$ cat config.mk
export PLATFORM = sky130hd
export DESIGN_NAME = softmax_top
export DESIGN_NICKNAME = d
export VERILOG_FILES = /design/src/hw/softmax_pkg.sv /design/src/hw/softmax_top.sv /design/src/hw/softmax_ctrl.sv /design/src/hw/sum_tree.sv /design/src/hw/max_subtract.sv /design/src/hw/max_tree.sv /design/src/hw/row_fetch.sv /design/src/hw/row_buffer.sv
export SDC_FILE = /design/constraint.sdc
export NUM_CORES = 1
export LEC_CHECK = 0
export ABC_AREA = 1
export BUFFER_PORTS_ARGS = -buffer_cell sky130_fd_sc_hd__clkbuf_2
export CAP_MARGIN = 20
export CORE_MARGIN = 2
export CORE_UTILIZATION = 45
export CTS_CLUSTER_SIZE = 40
export DETAILED_ROUTE_END_ITERATION = 16
export GPL_ROUTABILITY_DRIVEN = 0
export PLACE_DENSITY_LB_ADDON = 0.12
export RECOVER_POWER = 50
export SETUP_SLACK_MARGIN = 0.15
export SKIP_LAST_GASP = 1
export SYNTH_ARGS = -nofsm -noshare
export SYNTH_HDL_FRONTEND = slang
export SYNTH_HIERARCHICAL = 1
export SYNTH_SLANG_ARGS = --single-unit
$ cat constraint.sdc
create_clock -name clk -period 4.7 [get_ports clk]
set_clock_uncertainty 0.05 [all_clocks]
set_input_delay 0.235 -clock clk [delete_from_list [all_inputs] [get_ports clk]]
set_output_delay 0.235 -clock clk [all_outputs]
set_load 0.02 [all_outputs]
$ cat src/hw/softmax_pkg.sv
package softmax_pkg;

  // engine geometry
  localparam int LANE_WIDTH = 16;
  localparam int LANES = 4;
  localparam int ADDR_WIDTH = 3;
  localparam int DEPTH = 2 ** ADDR_WIDTH;

  // lane minus maximum needs one extra bit
  localparam int DIFF_WIDTH = LANE_WIDTH + 1;
  // room for 32 shifted lanes
  localparam int SUM_WIDTH = DIFF_WIDTH + 5;

  typedef logic signed [LANE_WIDTH-1:0] lane_t;
  typedef logic [LANES*LANE_WIDTH-1:0] row_t;
  typedef logic signed [DIFF_WIDTH-1:0] diff_t;
  typedef logic [LANES*DIFF_WIDTH-1:0] diff_row_t;
  typedef logic [ADDR_WIDTH-1:0] addr_t;
  typedef logic signed [SUM_WIDTH-1:0] sum_t;

  // start value of the running maximum
  localparam lane_t LANE_MIN = {1'b1, {(LANE_WIDTH-1){1'b0}}};

endpackage
$ cat src/hw/softmax_top.sv
`timescale 1ns/10ps

module softmax_top (
  input  logic                   clk,
  input  logic                   reset,
  input  logic                   start,
  input  softmax_pkg::addr_t     start_addr,
  input  softmax_pkg::addr_t     end_addr,
  output logic                   wb_cyc,
  output logic                   wb_stb,
  output softmax_pkg::addr_t     wb_adr,
  input  softmax_pkg::row_t      wb_rdata,
  input  logic                   wb_ack,
  output logic                   out_valid,
  output softmax_pkg::diff_row_t out_row,
  output softmax_pkg::sum_t      sum,
  output logic                   busy,
  output logic                   done
);
  import softmax_pkg::*;

  logic  fetch_go;
  logic  sub_go;
  logic  clear_max;
  addr_t first_addr;
  addr_t last_addr;

  logic  row_valid;
  addr_t row_addr;
  row_t  row_data;
  logic  fetch_last;

  logic  rd_en;
  addr_t rd_addr;
  row_t  rd_data;
  lane_t max_value;
  logic  sub_last;
  logic  sum_last_done;

  softmax_ctrl u_ctrl (
    .clk           (clk),
    .reset         (reset),
    .start         (start),
    .start_addr    (start_addr),
    .end_addr      (end_addr),
    .fetch_last    (fetch_last),
    .sub_last      (sub_last),
    .sum_last_done (sum_last_done),
    .fetch_go      (fetch_go),
    .sub_go        (sub_go),
    .first_addr    (first_addr),
    .last_addr     (last_addr),
    .clear_max     (clear_max),
    .busy          (busy),
    .done          (done)
  );

  row_fetch u_fetch (
    .clk        (clk),
    .reset      (reset),
    .fetch_go   (fetch_go),
    .first_addr (first_addr),
    .last_addr  (last_addr),
    .wb_rdata   (wb_rdata),
    .wb_ack     (wb_ack),
    .wb_cyc     (wb_cyc),
    .wb_stb     (wb_stb),
    .wb_adr     (wb_adr),
    .row_valid  (row_valid),
    .row_addr   (row_addr),
    .row_data   (row_data),
    .fetch_last (fetch_last)
  );

  // first pass writes, second pass reads
  row_buffer u_buffer (
    .clk     (clk),
    .wr_en   (row_valid),
    .wr_addr (row_addr),
    .wr_data (row_data),
    .rd_en   (rd_en),
    .rd_addr (rd_addr),
    .rd_data (rd_data)
  );

  max_tree u_max (
    .clk       (clk),
    .reset     (reset),
    .clear_max (clear_max),
    .row_valid (row_valid),
    .row_data  (row_data),
    .max_value (max_value)
  );

  max_subtract u_sub (
    .clk        (clk),
    .reset      (reset),
    .sub_go     (sub_go),
    .first_addr (first_addr),
    .last_addr  (last_addr),
    .max_value  (max_value),
    .rd_data    (rd_data),
    .rd_en      (rd_en),
    .rd_addr    (rd_addr),
    .out_valid  (out_valid),
    .out_row    (out_row),
    .sub_last   (sub_last)
  );

  sum_tree u_sum (
    .clk           (clk),
    .reset         (reset),
    .clear_max     (clear_max),
    .out_valid     (out_valid),
    .out_row       (out_row),
    .sub_last      (sub_last),
    .sum           (sum),
    .sum_last_done (sum_last_done)
  );

endmodule

$ cat src/hw/softmax_ctrl.sv
`timescale 1ns/10ps

module softmax_ctrl (
  input  logic               clk,
  input  logic               reset,
  input  logic               start,
  input  softmax_pkg::addr_t start_addr,
  input  softmax_pkg::addr_t end_addr,
  input  logic               fetch_last,
  input  logic               sub_last,
  input  logic               sum_last_done,
  output logic               fetch_go,
  output logic               sub_go,
  output softmax_pkg::addr_t first_addr,
  output softmax_pkg::addr_t last_addr,
  output logic               clear_max,
  output logic               busy,
  output logic               done
);
  import softmax_pkg::*;

  typedef enum logic [2:0] {
    s_idle,
    s_fetch,
    s_max_drain,
    s_sub,
    s_sum_drain,
    s_finish
  } phase_t;

  phase_t state;

  always_ff @(posedge clk) begin
    if (reset) begin
      state     <= s_idle;
      fetch_go  <= 1'b0;
      sub_go    <= 1'b0;
      clear_max <= 1'b0;
      busy      <= 1'b0;
      done      <= 1'b0;
    end else begin
      fetch_go  <= 1'b0;
      sub_go    <= 1'b0;
      clear_max <= 1'b0;
      done      <= 1'b0;
      case (state)
        s_idle: begin
          if (start) begin
            busy      <= 1'b1;
            clear_max <= 1'b1;
            // empty range never touches the bus
            if (start_addr == end_addr) begin
              state <= s_finish;
            end else begin
              fetch_go <= 1'b1;
              state    <= s_fetch;
            end
          end
        end
        s_fetch: begin
          if (fetch_last) begin
            state <= s_max_drain;
          end
        end
        s_max_drain: begin
          // running max settles while the reads get going
          sub_go <= 1'b1;
          state  <= s_sub;
        end
        s_sub: begin
          if (sub_last) begin
            state <= s_sum_drain;
          end
        end
        s_sum_drain: begin
          if (sum_last_done) begin
            done  <= 1'b1;
            busy  <= 1'b0;
            state <= s_idle;
          end
        end
        default: begin
          done  <= 1'b1;
          busy  <= 1'b0;
          state <= s_idle;
        end
      endcase
    end
  end

  // range held for both passes
  always_ff @(posedge clk) begin
    if (state == s_idle && start) begin
      first_addr <= start_addr;
      last_addr  <= end_addr;
    end
  end

endmodule

$ cat src/hw/sum_tree.sv
`timescale 1ns/10ps

module sum_tree (
  input  logic                   clk,
  input  logic                   reset,
  input  logic                   clear_max,
  input  logic                   out_valid,
  input  softmax_pkg::diff_row_t out_row,
  input  logic                   sub_last,
  output softmax_pkg::sum_t      sum,
  output logic                   sum_last_done
);
  import softmax_pkg::*;

  diff_t lane [LANES];
  sum_t  pair_sum0;
  sum_t  pair_sum1;
  sum_t  row_total;
  logic  valid1;
  logic  valid2;
  logic  last1;
  logic  last2;

  for (genvar i = 0; i < LANES; i++) begin : g_lane
    assign lane[i] = out_row[i*DIFF_WIDTH +: DIFF_WIDTH];
  end

  // stage one and two
  always_ff @(posedge clk) begin
    if (out_valid) begin
      pair_sum0 <= sum_t'(lane[0]) + sum_t'(lane[1]);
      pair_sum1 <= sum_t'(lane[2]) + sum_t'(lane[3]);
    end
    if (valid1) begin
      row_total <= pair_sum0 + pair_sum1;
    end
  end

  always_ff @(posedge clk) begin
    if (reset) begin
      valid1 <= 1'b0;
      valid2 <= 1'b0;
      last1  <= 1'b0;
      last2  <= 1'b0;
      sum    <= '0;
    end else begin
      valid1 <= out_valid;
      last1  <= out_valid && sub_last;
      valid2 <= valid1;
      last2  <= last1;
      if (clear_max) begin
        sum <= '0;
      end else if (valid2) begin
        sum <= sum + row_total;
      end
    end
  end

  // final row is entering the accumulator this cycle
  assign sum_last_done = last2;

endmodule

$ cat src/hw/max_subtract.sv
`timescale 1ns/10ps

module max_subtract (
  input  logic                   clk,
  input  logic                   reset,
  input  logic                   sub_go,
  input  softmax_pkg::addr_t     first_addr,
  input  softmax_pkg::addr_t     last_addr,
  input  softmax_pkg::lane_t     max_value,
  input  softmax_pkg::row_t      rd_data,
  output logic                   rd_en,
  output softmax_pkg::addr_t     rd_addr,
  output logic                   out_valid,
  output softmax_pkg::diff_row_t out_row,
  output logic                   sub_last
);
  import softmax_pkg::*;

  addr_t     next_addr;
  logic      rd_last;
  logic      data_valid;
  logic      data_last;
  diff_row_t diff_next;

  assign next_addr = rd_addr + 1'b1;
  assign rd_last   = rd_en && (next_addr == last_addr);

  for (genvar i = 0; i < LANES; i++) begin : g_lane
    assign diff_next[i*DIFF_WIDTH +: DIFF_WIDTH] =
      diff_t'(lane_t'(rd_data[i*LANE_WIDTH +: LANE_WIDTH])) - diff_t'(max_value);
  end

  always_ff @(posedge clk) begin
    if (reset) begin
      rd_en      <= 1'b0;
      rd_addr    <= '0;
      data_valid <= 1'b0;
      data_last  <= 1'b0;
      out_valid  <= 1'b0;
      sub_last   <= 1'b0;
    end else begin
      if (sub_go) begin
        rd_en   <= 1'b1;
        rd_addr <= first_addr;
      end else if (rd_en) begin
        rd_addr <= next_addr;
        rd_en   <= !rd_last;
      end
      // flags follow the buffer latency
      data_valid <= rd_en;
      data_last  <= rd_last;
      out_valid  <= data_valid;
      sub_last   <= data_last;
    end
  end

  always_ff @(posedge clk) begin
    if (data_valid) begin
      out_row <= diff_next;
    end
  end

endmodule

$ cat src/hw/max_tree.sv
`timescale 1ns/10ps

module max_tree (
  input  logic               clk,
  input  logic               reset,
  input  logic               clear_max,
  input  logic               row_valid,
  input  softmax_pkg::row_t  row_data,
  output softmax_pkg::lane_t max_value
);
  import softmax_pkg::*;

  lane_t lane [LANES];
  lane_t max01;
  lane_t max23;
  lane_t row_max;
  lane_t stage_max;
  logic  stage_valid;

  for (genvar i = 0; i < LANES; i++) begin : g_lane
    assign lane[i] = row_data[i*LANE_WIDTH +: LANE_WIDTH];
  end

  // signed compares on lane pairs first
  assign max01   = (lane[0] > lane[1]) ? lane[0] : lane[1];
  assign max23   = (lane[2] > lane[3]) ? lane[2] : lane[3];
  assign row_max = (max01 > max23) ? max01 : max23;

  always_ff @(posedge clk) begin
    if (row_valid) begin
      stage_max <= row_max;
    end
  end

  always_ff @(posedge clk) begin
    if (reset) begin
      stage_valid <= 1'b0;
      max_value   <= LANE_MIN;
    end else begin
      stage_valid <= row_valid;
      if (clear_max) begin
        max_value <= LANE_MIN;
      end else if (stage_valid && stage_max > max_value) begin
        max_value <= stage_max;
      end
    end
  end

endmodule

$ cat src/hw/row_fetch.sv
`timescale 1ns/10ps

module row_fetch (
  input  logic               clk,
  input  logic               reset,
  input  logic               fetch_go,
  input  softmax_pkg::addr_t first_addr,
  input  softmax_pkg::addr_t last_addr,
  input  softmax_pkg::row_t  wb_rdata,
  input  logic               wb_ack,
  output logic               wb_cyc,
  output logic               wb_stb,
  output softmax_pkg::addr_t wb_adr,
  output logic               row_valid,
  output softmax_pkg::addr_t row_addr,
  output softmax_pkg::row_t  row_data,
  output logic               fetch_last
);
  import softmax_pkg::*;

  typedef enum logic [1:0] {
    f_idle,
    f_req,
    f_gap
  } fetch_state_t;

  fetch_state_t state;
  addr_t        next_adr;

  assign next_adr = wb_adr + 1'b1;
  assign wb_cyc   = (state != f_idle);
  assign wb_stb   = (state == f_req);

  always_ff @(posedge clk) begin
    if (reset) begin
      state      <= f_idle;
      wb_adr     <= '0;
      row_valid  <= 1'b0;
      fetch_last <= 1'b0;
    end else begin
      row_valid  <= 1'b0;
      fetch_last <= 1'b0;
      case (state)
        f_idle: begin
          if (fetch_go) begin
            wb_adr <= first_addr;
            state  <= f_req;
          end
        end
        f_req: begin
          if (wb_ack) begin
            row_valid  <= 1'b1;
            fetch_last <= (next_adr == last_addr);
            wb_adr     <= next_adr;
            // stb drops one cycle between requests
            state      <= (next_adr == last_addr) ? f_idle : f_gap;
          end
        end
        default: state <= f_req;
      endcase
    end
  end

  always_ff @(posedge clk) begin
    if (state == f_req && wb_ack) begin
      row_data <= wb_rdata;
      row_addr <= wb_adr;
    end
  end

endmodule

$ cat src/hw/row_buffer.sv
`timescale 1ns/10ps

module row_buffer (
  input  logic               clk,
  input  logic               wr_en,
  input  softmax_pkg::addr_t wr_addr,
  input  softmax_pkg::row_t  wr_data,
  input  logic               rd_en,
  input  softmax_pkg::addr_t rd_addr,
  output softmax_pkg::row_t  rd_data
);
  import softmax_pkg::*;

  row_t mem [DEPTH];

  always_ff @(posedge clk) begin
    if (wr_en) begin
      mem[wr_addr] <= wr_data;
    end
  end

  // one cycle read latency
  always_ff @(posedge clk) begin
    if (rd_en) begin
      rd_data <= mem[rd_addr];
    end
  end

endmodule

== Word level (Yosys, flattened, before mapping) ==
Memories as Yosys holds them, arrays and structs flattened. A register that Yosys moved wholly into a read port is not among the register bits.
Cells that the tools add are included.

* Add/sub/neg operators: 10
* Equal/unequal tests: 14
* Muxes and demuxes: 31
* Reductions and logical operators: 22
* Order comparisons: 4
* Bitwise operators: 5

{| class="wikitable"
|+ Operators by type and width
! cell !! number
|-
| 16-bit by 16-bit subtractor with 17-bit output || 4
|-
| 16-bit > comparator || 4
|-
| 16-bit two-way mux || 3
|-
| 22-bit adder || 2
|-
| 17-bit by 17-bit adder with 18-bit output || 2
|-
| 3-bit two-way mux || 9
|-
| 3-bit case mux with 5 select lines || 1
|-
| 1-bit two-way mux || 11
|-
| 3-bit equality test || 3
|-
| 3-bit OR reduction || 3
|-
| 2-bit by 1-bit inequality test with 1-bit output, second input constant || 4
|-
| 3-bit by 1-bit adder with 3-bit output, second input constant || 2
|-
| 3-bit by 2-bit equality test with 1-bit output, second input constant || 2
|-
| 2-bit two-way mux || 3
|-
| 3-bit case mux with 2 select lines || 1
|-
| 3-bit AND reduction || 2
|-
| 2-bit nonzero test || 3
|-
| 2-bit OR reduction || 3
|-
| 1-bit logical AND || 5
|-
| 1-bit NOT || 5
|-
| 2-bit inequality test, second input constant || 2
|-
| 2-bit case mux with 2 select lines || 1
|-
| 4-bit AND reduction || 1
|-
| 4-bit OR reduction || 1
|-
| other kinds (9) || 9
|}

* Output and inout port bits: 98
* Memories kept: 1
* Register bits after elaboration: 289
* Word-level logic and storage cells: 119
* Memory bits (writable): 512
* Input bits: 74

{| class="wikitable"
|+ Memory list
! name !! words !! width !! rd ports !! clocked after memory_dff !! wr ports !! line !! text
|-
| u_buffer.mem || 8 || 64 || 1 || 1 || 1 || row_buffer.sv:14 || <nowiki>row_t mem [DEPTH];</nowiki>
|}

== Longest topological paths before layout ==
* Depth after elaboration: 6
* Mapped depth: 31
* Mapped depth without buffers: 29

== By module ==
The synthesis kept the hierarchy.

{| class="wikitable"
|+ By module, submodules not included
! module !! area an instance (µm²) !! cells each !! sequential area each (µm²) !! times used
|-
| row_buffer || 24298.3 || 2294 || 17296.6 || 1
|-
| sum_tree || 6949.2 || 969 || 2262.2 || 1
|-
| max_subtract || 6419.9 || 942 || 2202.1 || 1
|-
| max_tree || 3807.4 || 566 || 820.8 || 1
|-
| row_fetch || 2406.1 || 134 || 2152.1 || 1
|-
| softmax_ctrl || 618.1 || 73 || 340.3 || 1
|}

== Least setup slack after synthesis ==
Ideal clock, no wire load.

* Path kind: reg-to-reg
* From: reg u_fetch.row_valid
* To: mem u_buffer/mem[1][0] in the netlist's numbering, enable pin
* Period minus slack after synthesis: 4130 ps
* Setup time: 487 ps
* Buffers on the path: 0
* Arrival: 3594 ps
* Stages on the path, launching flop included: 3
* Setup slack: 570 ps
* Data required time: 4163 ps
* Cells stage by stage: dfxtp_1 nand2_1 nor2_1

* Word-level cells in the longest chain between the ends: 2

{| class="wikitable"
|+ Ends and longest elaborated chain
! element !! line !! text
|-
| start: declaration || row_fetch.sv:14 || <nowiki>output logic row_valid,</nowiki>
|-
| start signal: assignment || row_fetch.sv:38 || <nowiki>row_valid <= 1'b0;</nowiki>
|-
| start signal: assignment || row_fetch.sv:41 || <nowiki>row_valid <= 1'b0;</nowiki>
|-
| start signal: assignment || row_fetch.sv:52 || <nowiki>row_valid <= 1'b1;</nowiki>
|-
| 1-bit two-way mux || row_buffer.sv:17 || <nowiki>if (wr_en) begin</nowiki>
|-
| 1-bit two-way mux (implied by the code) || row_buffer.sv:18 || <nowiki>mem[wr_addr] <= wr_data;</nowiki>
|-
| end: declaration || row_buffer.sv:14 ||
|}

No other way between the ends.

== Worst setup path after layout ==
* From: reg u_fetch.row_data[59]
* To: reg u_max.stage_max[9] (data pin)

* Word-level cells in the longest chain between the ends: 4

{| class="wikitable"
|+ Ends and longest elaborated chain
! element !! line !! text
|-
| start: declaration || row_fetch.sv:16 || <nowiki>output softmax_pkg::row_t row_data,</nowiki>
|-
| start signal: assignment || row_fetch.sv:66 || <nowiki>row_data <= wb_rdata;</nowiki>
|-
| 16-bit > comparator || max_tree.sv:26 || <nowiki>assign max23 = (lane[2] > lane[3]) ? lane[2] : lane[3];</nowiki>
|-
| 16-bit two-way mux * || max_tree.sv:26 ||
|-
| 16-bit > comparator || max_tree.sv:27 || <nowiki>assign row_max = (max01 > max23) ? max01 : max23;</nowiki>
|-
| 16-bit two-way mux * || max_tree.sv:27 ||
|-
| named net u_max.row_max[9] || max_tree.sv:16 || <nowiki>lane_t row_max;</nowiki>
|-
| end signal: assignment || max_tree.sv:31 || <nowiki>stage_max <= row_max;</nowiki>
|-
| end: declaration || max_tree.sv:17 || <nowiki>lane_t stage_max;</nowiki>
|}

Mark *: on every way through the listed nets, which the timed path passes. The rest lies on a longest branch.
A chain may end at the register's enable or synchronous reset.

==> flow_summary.ini <==
[critical_path]
critical_path.max_fanout = 17
timing.reg2reg.setup_slack_ns = 0.56
crit_type = flip-flop to flip-flop
end_kind = flip-flop
r2r_cells = 23
crit_required_ns = 5.07
cp.arrival_ns = 4.51
crit_path_start_kind = flip-flop
reg2reg_from = u_fetch/row_data[59]
rr_endpoint = u_max/stage_max[9]
cp-startpoint = u_fetch/row_data[59]

[global_route]
grt_usage_pct = 23.10
grt_antenna_before_repair = 13
grt_max_degree = 149
grt_pass1_wl_mm = 179.0
grt_pass1_vias = 30230
gr-total-overflow = 0

[yosys]
synth_top_cell_by_area = edfxtp_1
ys.warnings.count = 6
syn_inst = 4978
async_flop_share_pct = 0
synth.top_cell.area_share_pct = 53.38
syn_area_per_cell_um2 = 8.939
synth_cell_type_count = 50
ys.flop_type = edfxtp_1
synth_edf_count = 791
synth_nets = 5263
ys_seq_area_share_pct = 56.35
synthTopCellsByArea = edfxtp_1 (53%), nand2_1 (14%), inv_1 (8.6%), ha_1 (5.7%), nand3_1 (4.7%)
synth-seq-cells = 857
netlist_area_um2 = 44500

[clock_tree]
clkTransAtPathRegs_ns = 0.06
h-tree-depth = 3
cts_tree = yes
clock_latency_ns = 0.67
root_buffer = clkbuf_16
clock_sinks = 857
cts_buffer_depth = 3
cts-buffers-inserted = 95

[floorplanning]
fp-row-count = 115
dieArea_um2 = 101400
num_io_pins = 172
die_w_um = 318.5
initial_core_util_pct = 45.35
die-height_um = 318.5
core_area_um2 = 98130

[place]
hpwlAfterDp_mm = 79.24
port_buffers = 171
post-place-ws_ns = 0.4229

[route]
antenna_left = 0
wl_per_cell_um = 17.67
drt-total-wl_mm = 116.8
drtIter0Drc = 2478
via_count = 31910
drc = 0
vias_per_cell = 4.826
drt_pass1_iterations = 6

[timing]
relSlewSlack_pct = -133.4
setup_tns_ns = 0
rsz0062_at_grt = false
tightest_slew_ns = 3.501
fmax_ghz = 0.2415
fin_ws_ns = 0.5597
setup_viol = 0
min_period_ns = 4.140
period_share_pct = 88.09
slew_viol_final = 110
hold_viol_final = 0

[power]
peakVddDrop_mv = 0.2865
p_leak_nw = 23.66
powerDensity_nw_per_um2 = 375.0

[worst_hold_path]
hold_path_depth = 2
min_to = u_fetch/row_data[26]
hold_path.startpoint = wb_rdata[26]
hp-class = input pin to flip-flop

[finish]
area_growth_pct = 13.36
seq_area_um2 = 25080
nets = 5528
filler_cell_count = 9219
multi_input_area_um2 = 14920
drive_above_1_share_pct = 5.974

[run]
max_cap_violations = 2

[status]
run_status = finished, violations left
violations = max-capacitance violations, max-slew violations
==> per-stage QoR <==
step           total power, W  hold slack (ns)  instances  util, %  area [µm²]
6_report              0.01892           0.2352       6611    51.41       50450
3_5_place_dp          0.01172           0.3445       6353    47.64       46750
5_1_grt               0.01977           0.2151       6610    51.40       50440
3_3_place_gp          0.01170           0.3440       6353    47.64       46750
4_1_cts               0.01905           0.1944       6603    51.49       50530
2_1_floorplan         0.01089           0.2544       4978        -       44500
==> kinds of logic (layout without fill, tap and decap cells) <==
group,after synthesis,count (layout),synth area share (%)
AND/OR/NAND/NOR,2482,2482,23.14
flip-flops,857,857,56.35
adder cells (fa/ha/maj),211,211,6.068
AO/OA/AOI/OAI,207,207,2.671
buffers and inverters,1146,1491,10.29
other,0,1,0
XOR/XNOR,75,75,1.476
==> cells in the mapped netlist (20+ instances only) <==
| cell | count |
|---|---|
| nand2_1 | 1688 |
| inv_1 | 1022 |
| edfxtp_1 | 791 |
| nand3_1 | 418 |
| nor2_1 | 219 |
| ha_1 | 203 |
| a21oi_1 | 123 |
| dfxtp_1 | 66 |
| buf_2 | 61 |
| nand4_1 | 50 |
| xor2_1 | 46 |
| o21ai_0 | 34 |
| xnor2_1 | 29 |
| nor3_1 | 27 |
| nand2_2 | 22 |
| buf_4 | 20 |
==> cells in the final DEF, fill, tap and decap left out, drive strengths merged, types with 9 or more instances in the layout <==
| master | n |
|---|---|
| inv | 1031 |
| nor2 | 230 |
| o21ai | 46 |
| edfxtp | 791 |
| xnor2 | 29 |
| o21bai | 9 |
| clkinv | 36 |
| clkbuf | 308 |
| xor2 | 46 |
| buf | 31 |
| nand4 | 50 |
| a21oi | 127 |
| nand2 | 1711 |
| dlygate4sd3 | 73 |
| nand3 | 430 |
| and2 | 18 |
| ha | 203 |
| nor3 | 31 |
| dfxtp | 66 |
==> worst max path at each step <==
| stage | to | slack, ns |
|---|---|---|
| CTS | u_max/stage_max[4] | 0.41 |
| global route | u_max/stage_max[10] | 0.16 |
| finish | u_max/stage_max[9] | 0.56 |
| floorplan | u_buffer/mem[1][0] | 0.57 |
| detailed placement | u_max/stage_max[7] | 0.42 |
| global placement | u_max/stage_max[7] | 0.50 |
==> timing repair <==
action,CTS,global route
setup buffers,0,7
hold buffers,73,0
endpoints found under the hold margin,95,0
setup endpoints to repair,0,16
resized for setup,0,4
==> critical path: stages (launching register included) <==
cell and delay, ns:
edfxtp_1 0.51, inv_1 0.24, ha_1 0.30, a21oi_1 0.16
nand2_1 0.13, a21oi_2 0.22, nand2_1 0.12, nand2_4 0.19
nand3_4 0.24, nand2_1 0.17, nand2_1 0.07, ha_1 0.33
nand2_1 0.06, inv_1 0.07, nand3_1 0.12, nor2_1 0.15
nand2_1 0.09, nand2_1 0.06, nand2_1 0.09, nand2_1 0.12
nor2_4 0.06, buf_12 0.14, nand3_1 0.13, nand2_1 0.07
==> flip-flops by register name (all words and copies together) (netlist names), 2 cells and up <==
signal	cells
u_buffer/mem	512
u_buffer/rd_data	64
u_ctrl/first_addr	3
u_ctrl/last_addr	3
u_ctrl/state	3
u_fetch/row_addr	3
u_fetch/row_data	64
u_fetch/state	2
u_fetch/wb_adr	3
u_max/max_value	16
u_max/stage_max	16
u_sub/out_row	68
u_sub/rd_addr	3
u_sum/pair_sum0	18
u_sum/pair_sum1	18
u_sum/row_total	22
u_sum/sum	22
==> layout make-up <==
| type | instances | area share (%) |
|---|---|---|
| timing repair buffer | 287 | 3.787 |
| multi-input combinational | 2975 | 29.58 |
| sequential | 857 | 49.72 |
| inverter | 1027 | 7.664 |
| clock inverter | 52 | 0.9078 |
| tap | 1287 | 3.192 |
| antenna | 1 | 0.004961 |
| clock buffer | 125 | 5.139 |
==> power by group <==
group          internal [W]  total [W]  switching, W
logic              0.000865    0.00275       0.00189
registers           0.00867    0.00890      0.000228
clock network       0.00426    0.00727       0.00300
==> per-layer routing <==
| metal | wire [µm] | up-vias | global-route usage [%] |
|---|---|---|---|
| met4 | 2339 | 0 | 5.329 |
| met2 | 55710 | 795 | 39.12 |
| li1 | - | 16290 | - |
| met1 | 52350 | 14680 | 31.63 |
| met5 | 0 | - | 0 |
| met3 | 6389 | 141 | 3.021 |
(Power assumes the default switching activity.)
